[src/smc_pkg.sv]
package smc_pkg;

  // ----------------------------------------
  // AHB encodings
  // ----------------------------------------

  typedef enum logic [1:0] {
    htrans_idle   = 2'b00,  // No transfer
    htrans_busy   = 2'b01,  // Master inserting idle beat
    htrans_nonseq = 2'b10,  // Single or first beat
    htrans_seq    = 2'b11   // Follow-on beat
  } htrans_e;

  // Sizes above word are illegal here
  typedef enum logic [2:0] {
    hsize_byte = 3'b000,
    hsize_half = 3'b001,
    hsize_word = 3'b010
  } hsize_e;

  localparam logic [1:0] HRESP_OKAY  = 2'b00;
  localparam logic [1:0] HRESP_ERROR = 2'b01;

  // ----------------------------------------
  // EMI sequencer
  // ----------------------------------------

  typedef enum logic [1:0] {
    st_idle,    // Bus parked, all strobes high
    st_setup,   // CS, address and lanes out
    st_access,  // Strobe low for wait + 1 cycles
    st_hold     // Strobe released, CS still low
  } emi_state_e;

  // One transfer handed from the AHB side to the sequencer
  typedef struct packed {
    logic [31:0] addr;
    logic [3:0]  be;     // Active high lane enables
    logic        write;
  } emi_req_t;

  // Register contents seen by the datapath
  typedef struct packed {
    logic [3:0] rd_wait;
    logic [3:0] wr_wait;
    logic       enable;
  } smc_timing_t;

  // ----------------------------------------
  // APB register map
  // ----------------------------------------

  localparam logic [4:0] REG_TIMING = 5'h00;  // [3:0] rd_wait, [7:4] wr_wait
  localparam logic [4:0] REG_CTRL   = 5'h04;  // [0] enable
  localparam logic [4:0] REG_STATUS = 5'h08;  // [0] busy, read only

  localparam smc_timing_t TIMING_RESET = '{rd_wait: 4'd2, wr_wait: 4'd1, enable: 1'b1};

endpackage

[src/smc_ahb_slave.sv]
`timescale 1ns/1ps

module smc_ahb_slave
  import smc_pkg::*;
(
  input  logic        hclk,
  input  logic        rst_n,
  input  logic [31:0] haddr,
  input  htrans_e     htrans,
  input  logic        hsel,
  input  logic        hwrite,
  input  hsize_e      hsize,
  input  logic        hready,      // Muxed ready from the bus
  input  smc_timing_t timing,
  input  logic        done,        // Sequencer finished, one cycle
  input  logic [31:0] rd_data,
  output emi_req_t    req,
  output logic        start,       // Address phase of a legal transfer
  output logic [31:0] smc_hrdata,
  output logic        smc_hready,
  output logic [1:0]  smc_hresp,
  output logic        smc_valid
);

  // Data-phase tracking
  typedef enum logic [1:0] {
    ph_idle,  // Ready, OKAY
    ph_busy,  // Waiting on the sequencer
    ph_err1,  // First ERROR cycle, ready low
    ph_err2   // Second ERROR cycle, ready high
  } ahb_phase_e;

  ahb_phase_e phase;
  logic       accept;
  logic       legal;

  // Little-endian lane select
  function automatic logic [3:0] lane_decode(hsize_e size, logic [1:0] addr_lo);
    logic [3:0] lanes;
    case (size)
      hsize_byte: lanes = 4'b0001 << addr_lo;
      hsize_half: lanes = addr_lo[1] ? 4'b1100 : 4'b0011;
      default:    lanes = 4'b1111;
    endcase
    return lanes;
  endfunction

  // ----------------------------------------
  // Address phase
  // ----------------------------------------

  assign accept = hsel && hready && (htrans == htrans_nonseq || htrans == htrans_seq);
  assign legal  = (hsize <= hsize_word) && timing.enable;  // Size and global enable
  assign start  = accept && legal;

  assign req.addr  = haddr;
  assign req.be    = lane_decode(hsize, haddr[1:0]);
  assign req.write = hwrite;

  // ----------------------------------------
  // Data phase
  // ----------------------------------------

  always_ff @(posedge hclk or negedge rst_n) begin
    if (!rst_n) begin
      phase     <= ph_idle;
      smc_valid <= 1'b0;
    end else begin
      smc_valid <= accept;  // Ack for every accepted address
      case (phase)
        ph_busy: if (done) phase <= ph_idle;
        ph_err1: phase <= ph_err2;
        default: begin      // Ready cycles take a new address
          if (accept) phase <= legal ? ph_busy : ph_err1;
          else        phase <= ph_idle;
        end
      endcase
    end
  end

  // Read data lands with the ready cycle
  always_ff @(posedge hclk) begin
    if (done) begin
      smc_hrdata <= rd_data;
    end
  end

  assign smc_hready = (phase == ph_idle) || (phase == ph_err2);
  assign smc_hresp  = (phase == ph_err1 || phase == ph_err2) ? HRESP_ERROR : HRESP_OKAY;

  // Accepted illegal transfer: low ready, then high ready, then out of it
  a_err_two_cycle: assert property (@(posedge hclk) disable iff (!rst_n)
    (accept && !legal) |=>
      (smc_hresp == HRESP_ERROR && !smc_hready) ##1
      (smc_hresp == HRESP_ERROR && smc_hready) ##1
      !(smc_hresp == HRESP_ERROR && smc_hready))
    else $error("ERROR response not exactly two cycles");

  // Bus ready must mirror our own while a transfer is open
  a_no_start_outstanding: assert property (@(posedge hclk) disable iff (!rst_n)
    start |-> smc_hready)
    else $error("start issued with a transfer outstanding");

endmodule

[src/smc_apb_regs.sv]
`timescale 1ns/1ps

module smc_apb_regs
  import smc_pkg::*;
(
  input  logic        hclk,
  input  logic        rst_n,
  input  logic        psel,
  input  logic        penable,
  input  logic        pwrite,
  input  logic [4:0]  paddr,
  input  logic [31:0] pwdata,
  input  logic        busy,     // From sequencer
  output logic [31:0] prdata,
  output smc_timing_t timing    // To slave and sequencer
);

  logic wr_en;

  // Access phase of an APB write, no wait states
  assign wr_en = psel & penable & pwrite;

  // ----------------------------------------
  // Register writes
  // ----------------------------------------

  always_ff @(posedge hclk or negedge rst_n) begin
    if (!rst_n) begin
      timing <= TIMING_RESET;
    end else if (wr_en) begin
      case (paddr)
        REG_TIMING: begin
          timing.rd_wait <= pwdata[3:0];
          timing.wr_wait <= pwdata[7:4];
        end
        REG_CTRL: timing.enable <= pwdata[0];
        default: ;  // STATUS and holes ignore writes
      endcase
    end
  end

  // ----------------------------------------
  // Read mux
  // ----------------------------------------

  always_comb begin
    prdata = '0;  // Unmapped offsets read zero
    case (paddr)
      REG_TIMING: prdata[7:0] = {timing.wr_wait, timing.rd_wait};
      REG_CTRL:   prdata[0]   = timing.enable;
      REG_STATUS: prdata[0]   = busy;          // Live sequencer state
      default:    prdata      = '0;
    endcase
  end

  // Access phase must sit inside a selected transfer
  a_penable_psel: assert property (@(posedge hclk) disable iff (!rst_n)
    penable |-> psel)
    else $error("APB penable high without psel");

endmodule

[src/smc_emi_fsm.sv]
`timescale 1ns/1ps

module smc_emi_fsm
  import smc_pkg::*;
#(
  parameter int EMI_ADDR_W = 24  // External address width
) (
  input  logic        hclk,
  input  logic        rst_n,
  input  logic        start,
  input  emi_req_t    req,
  input  logic [31:0] hwdata,
  input  smc_timing_t timing,
  input  logic [31:0] data_smc,    // Read data from the pins
  output logic        done,
  output logic [31:0] rd_data,
  output logic        busy,
  output logic [31:0] smc_addr,
  output logic [31:0] smc_data,
  output logic [3:0]  smc_n_be,
  output logic        smc_n_cs,
  output logic        smc_n_wr,
  output logic [3:0]  smc_n_we,
  output logic        smc_n_rd,
  output logic        smc_n_ext_oe
);

  emi_state_e            state;
  logic [3:0]            wait_cnt;   // Remaining extra access cycles
  logic                  write_r;
  logic [EMI_ADDR_W-1:0] addr_r;
  logic                  last_access;

  assign last_access = (state == st_access) && (wait_cnt == 4'd0);

  // ----------------------------------------
  // Sequencer and strobes
  // ----------------------------------------

  always_ff @(posedge hclk or negedge rst_n) begin
    if (!rst_n) begin
      state        <= st_idle;
      wait_cnt     <= '0;
      write_r      <= 1'b0;
      smc_n_cs     <= 1'b1;
      smc_n_be     <= 4'hf;
      smc_n_rd     <= 1'b1;
      smc_n_wr     <= 1'b1;
      smc_n_we     <= 4'hf;
      smc_n_ext_oe <= 1'b1;
    end else begin
      case (state)
        st_idle: begin
          if (start) begin
            state        <= st_setup;
            write_r      <= req.write;
            wait_cnt     <= req.write ? timing.wr_wait : timing.rd_wait;
            smc_n_cs     <= 1'b0;
            smc_n_be     <= ~req.be;
            smc_n_ext_oe <= ~req.write;  // Drive pins only on writes
          end
        end
        st_setup: begin
          state <= st_access;
          if (write_r) begin
            smc_n_wr <= 1'b0;
            smc_n_we <= smc_n_be;        // Lane strobes follow byte enables
          end else begin
            smc_n_rd <= 1'b0;
          end
        end
        st_access: begin
          if (last_access) begin
            state    <= st_hold;
            smc_n_rd <= 1'b1;
            smc_n_wr <= 1'b1;
            smc_n_we <= 4'hf;
          end else begin
            wait_cnt <= wait_cnt - 4'd1;
          end
        end
        default: begin                   // st_hold, release the bus
          state        <= st_idle;
          smc_n_cs     <= 1'b1;
          smc_n_be     <= 4'hf;
          smc_n_ext_oe <= 1'b1;
        end
      endcase
    end
  end

  // ----------------------------------------
  // Address and data
  // ----------------------------------------

  always_ff @(posedge hclk) begin
    if (state == st_idle && start) begin
      addr_r <= req.addr[EMI_ADDR_W-1:0];
    end
    if (state == st_setup && write_r) begin
      smc_data <= hwdata;                // Data phase of the write
    end
    if (last_access && !write_r) begin
      rd_data <= data_smc;               // Sampled at end of strobe
    end
  end

  assign smc_addr = 32'(addr_r);         // Upper bits zero
  assign done     = (state == st_hold);
  assign busy     = (state != st_idle);

  a_rd_wr_exclusive: assert property (@(posedge hclk) disable iff (!rst_n)
    !(!smc_n_rd && !smc_n_wr))
    else $error("EMI read and write strobes low together");

  a_strobe_needs_cs: assert property (@(posedge hclk) disable iff (!rst_n)
    (!smc_n_rd || !smc_n_wr) |-> !smc_n_cs)
    else $error("EMI strobe low without chip select");

endmodule

[src/smc_top.sv]
`timescale 1ns/1ps

module smc_top
  import smc_pkg::*;
#(
  parameter int EMI_ADDR_W = 24
) (
  input  logic        hclk,
  input  logic        rst_n,
  // APB
  input  logic        psel,
  input  logic        penable,
  input  logic        pwrite,
  input  logic [4:0]  paddr,
  input  logic [31:0] pwdata,
  output logic [31:0] prdata,
  // AHB-lite
  input  logic [31:0] haddr,
  input  htrans_e     htrans,
  input  logic        hsel,
  input  logic        hwrite,
  input  hsize_e      hsize,
  input  logic [31:0] hwdata,
  input  logic        hready,
  output logic [31:0] smc_hrdata,
  output logic        smc_hready,
  output logic [1:0]  smc_hresp,
  output logic        smc_valid,
  // EMI
  input  logic [31:0] data_smc,
  output logic [31:0] smc_addr,
  output logic [31:0] smc_data,
  output logic [3:0]  smc_n_be,
  output logic        smc_n_cs,
  output logic        smc_n_wr,
  output logic [3:0]  smc_n_we,
  output logic        smc_n_rd,
  output logic        smc_n_ext_oe,
  output logic        smc_busy
);

  smc_timing_t timing;
  emi_req_t    req;
  logic        start;
  logic        done;
  logic [31:0] rd_data;

  smc_apb_regs i_apb_regs (
    .hclk, .rst_n, .psel, .penable, .pwrite, .paddr, .pwdata,
    .busy(smc_busy), .prdata, .timing
  );

  smc_ahb_slave i_ahb_slave (
    .hclk, .rst_n, .haddr, .htrans, .hsel, .hwrite, .hsize, .hready,
    .timing, .done, .rd_data, .req, .start,
    .smc_hrdata, .smc_hready, .smc_hresp, .smc_valid
  );

  smc_emi_fsm #(.EMI_ADDR_W(EMI_ADDR_W)) i_emi_fsm (
    .hclk, .rst_n, .start, .req, .hwdata, .timing, .data_smc,
    .done, .rd_data, .busy(smc_busy),
    .smc_addr, .smc_data, .smc_n_be, .smc_n_cs, .smc_n_wr,
    .smc_n_we, .smc_n_rd, .smc_n_ext_oe
  );

endmodule

[config.mk]
export PLATFORM = sky130hd
export DESIGN_NAME = smc_top
export DESIGN_NICKNAME = d
export VERILOG_FILES = /design/src/smc_pkg.sv /design/src/smc_ahb_slave.sv /design/src/smc_apb_regs.sv /design/src/smc_emi_fsm.sv /design/src/smc_top.sv
export SDC_FILE = /design/constraint.sdc
export NUM_CORES = 1
export LEC_CHECK = 0
export ABC_AREA = 1
export ABC_CLOCK_PERIOD_IN_PS = 3760
export BUFFER_PORTS_ARGS = -buffer_cell sky130_fd_sc_hd__buf_2
export CORE_MARGIN = 8
export CORE_UTILIZATION = 25
export DETAILED_ROUTE_END_ITERATION = 8
export PLACE_DENSITY = 0.47
export REMOVE_ABC_BUFFERS = 1
export SYNTH_ARGS = -nofsm -noshare
export SYNTH_HDL_FRONTEND = slang
export SYNTH_SLANG_ARGS = --single-unit
[constraint.sdc]
create_clock -name hclk -period 3.76 [get_ports hclk]
set_clock_uncertainty 0.15 [all_clocks]
set_input_delay 0.376 -clock hclk [delete_from_list [all_inputs] [get_ports hclk]]
set_output_delay 0.376 -clock hclk [all_outputs]
set_load 0.02 [all_outputs]
==> out/metrics.cfg <==
[floorplan]
die_y_um=167.4
start_util_pct=25.37
coreArea_um2=22570
rows=55
io_pins=291
dieArea_um2=28010
floorplan.die.width_um=167.4

[layout]
final-seq-area_um2=4398
final_util_pct=37.90
multiInputGateArea_um2=1041
antenna_cells=0
syn2layout_area_growth_pct=49.38
layout.nets=876
final_layout_size_suffix_gt1_share_pct=39.59
fin_area_um2=8554
n_fill_cell=2170

[clock_network]
clock_sinks=151
path_clk_slew_ns=0.07
htree_levels=4
clock_path_buffers=2
clock_latency_ns=0.41
cts_tree=done
ctsResizeCount=0
cts_root_buf=clkbuf_16
numCtsBuffers=17

[setup_path]
cp.arrival_ns=2.36
crit_path_start_kind=flip-flop
crit_required_ns=3.64
end_kind=flip-flop
criticalPathCategory=flip-flop to flip-flop
worst-r2r-setup-slack_ns=1.28
cp_max_fo=32

[pwr]
p_sw_share_pct=33.78
ir_worst_vdd_mv=0.2802
power_frac_seq_pct=41.9
p_leak_uw=0.003725
p_clk_share_pct=31.4
share_comb_of_total_power_pct=26.7
p_per_area_nw_per_um2=652.2
internal_power_uw=3694
p_sw_uw=1885

[synth]
synthMostInstantiatedCell=edfxtp_1
syn-cell-area_um2=5727
synthTopCellsByArea=edfxtp_1 63%, dfrtp_1 7.0%, dfstp_2 6.9%, buf_4 4.5%, nand2_1 4.5%
synth_cells=394
netlist_top_cells_count=120 x edfxtp_1, 68 x nand2_1, 34 x buf_4, 34 x inv_1
ys_ff_latch=151
synth.avg_cell_area_um2=14.53
synth_largest_area_cell=edfxtp_1
ys_warn_count=0
ys.flop_type=edfxtp_1
synth_edf_count=120
synth_cell_types=34
synth_top_area_share_pct=62.92
seq_area_frac_synth_pct=76.80
synth-async-reset-ratio_pct=20.53

[sta]
grt_setup_unrepaired=false
finalCritPeriodShare_pct=65.83
tightest_slew_ns=1.195
max_slew_margin_pct=20.25
layout_min_cycle_time_ns=2.475
report.final.slew_viol_count=0
fin_setup_tns_ns=0
setup_viol=0
whs_ns=0.02029
setup_ws_ns=1.285
hold_viol=0
clock.fmax_ghz=0.4040

[global_route]
grt_pass1_vias=4460
antenna_found_initial=0
grt_usage_pct=10.89
grt_pass1_wl_um=23980
grt_max_degree=35
overflow=0

[drt]
drt_wl_total_um=15170
ant_nets=0
drt_iter0_markers=145
via_per_inst=3.922
drc=0
vias=4000
wire_per_inst_um=14.88
dr.pass1.iters=4

[placed_design]
dp_hpwl_um=11150
gp_congestion=0.7139
placed_cell_area_um2=7048
port_buffers=224
dp_slack_ns=1.242

[job]
maxCapViolations=0

[run_status]
status=finished clean

[worst_hold_path]
holdCritPathClass=input pin to flip-flop

final timing paths:
check,startpoint,end,cells after the start
max,i_emi_fsm.state[0],i_emi_fsm.rd_data[1],4
min,pwdata[2],i_apb_regs.timing[7],3
max reg2reg,i_emi_fsm.state[0],i_emi_fsm.rd_data[1],4
min reg2reg,i_emi_fsm.rd_data[15],i_ahb_slave.smc_hrdata[15],0
max in group asynchronous,rst_n,i_emi_fsm.write_r,2
min in group asynchronous,rst_n,i_apb_regs.timing[5],2
registers in the layout (all words and copies together), names as in the netlist:
| name | flops |
|---|---|
| i_emi_fsm.smc_data | 32 |
| i_emi_fsm.smc_n_wr | 1 |
| i_emi_fsm.write_r | 1 |
| i_emi_fsm.smc_n_ext_oe | 1 |
| i_ahb_slave.smc_hrdata | 32 |
| i_ahb_slave.phase | 2 |
| i_emi_fsm.smc_n_cs | 1 |
| i_emi_fsm.rd_data | 32 |
| i_emi_fsm.wait_cnt | 4 |
| i_ahb_slave.smc_valid | 1 |
| i_emi_fsm.addr_r | 24 |
| i_apb_regs.timing | 9 |
| i_emi_fsm.state | 2 |
| i_emi_fsm.smc_n_we | 4 |
| i_emi_fsm.smc_n_rd | 1 |
| i_emi_fsm.smc_n_be | 4 |
stage by stage:
step           power [uW]  instances
5_1_grt              5912       1020
3_3_place_gp         3795        898
6_report             5579       1020
2_1_floorplan        3285        389
3_5_place_dp         3810        898
4_1_cts              5662       1020
placed cells by master, fill, tap and decap left out, drive strengths merged:
cell type / netlist / final
o21ai: 20 / 20
a22oi: 2 / 2
dfrtp: 16 / 16
nand2: 73 / 73
edfxtp: 120 / 120
conb: 1 / 33
or2: 1 / 1
clkbuf: 0 / 17
bufinv: 0 / 2
nand4: 3 / 3
clkinv: 0 / 2
xor2: 1 / 1
inv: 35 / 45
a21boi: 1 / 1
nand3b: 1 / 1
nand3: 25 / 25
o211ai: 2 / 2
clkinvlp: 0 / 1
ha: 8 / 8
nor2: 28 / 28
dlygate4sd3: 0 / 90
o22ai: 1 / 1
buf: 37 / 224
a21oi: 3 / 3
nor3: 1 / 1
dfstp: 15 / 15
metal layers:
layer | track usage, % | vias to the layer above | share of wire [%]
met5 | 0 | - | 0
met4 | 4.154 | 0 | 2.1
met3 | 4.115 | 23 | 7.8
met2 | 18.33 | 184 | 48
met1 | 12.39 | 1839 | 42
li1 | - | 1954 | -
cells by family (layout without fill, tap and decap cells):
group	count (synthesis)	count (layout)	synth area share [%]
AOI/OAI and AO/OA	29	29	2.971
xor gates and xnor gates	1	1	0.1530
adders and majority gates	8	8	1.748
buffers and inverters	72	381	7.297
DFF	151	151	76.80
other	1	33	0.06548
and+or+nand+nor	132	132	10.97
cell type report:
class                      count  share of cell area, %
sequential                   151                  51.41
timing repair buffer         314                  23.64
multi-input combinational    203                  12.17
clock buffer                  17                  4.973
tap                          285                  4.168
clock inverter                15                  2.106
inverter                      35                  1.536
repair_timing:
action	in CTS	in global routing
endpoints found under the hold margin	105	0
hold buffers	90	0
buffers inserted	0	0
critical path, stage by stage, from the launching register on:
cell and delay (ns):
dfrtp_1 0.40, inv_1 0.11, ha_1 0.38, nand4_1 0.24, nor2_4 0.79
power groups by stage:
stage / registers, uW / logic (uW) / clock network [uW]
5_1_grt: 2370 / 1670 / 1870
6_report: 2340 / 1490 / 1750
3_5_place_dp: 2380 / 1430 / 0
4_1_cts: 2340 / 1520 / 1800
2_1_floorplan: 2620 / 669 / 0
3_3_place_gp: 2370 / 1430 / 0
No activity file was read; power rests on OpenSTA's default activity.
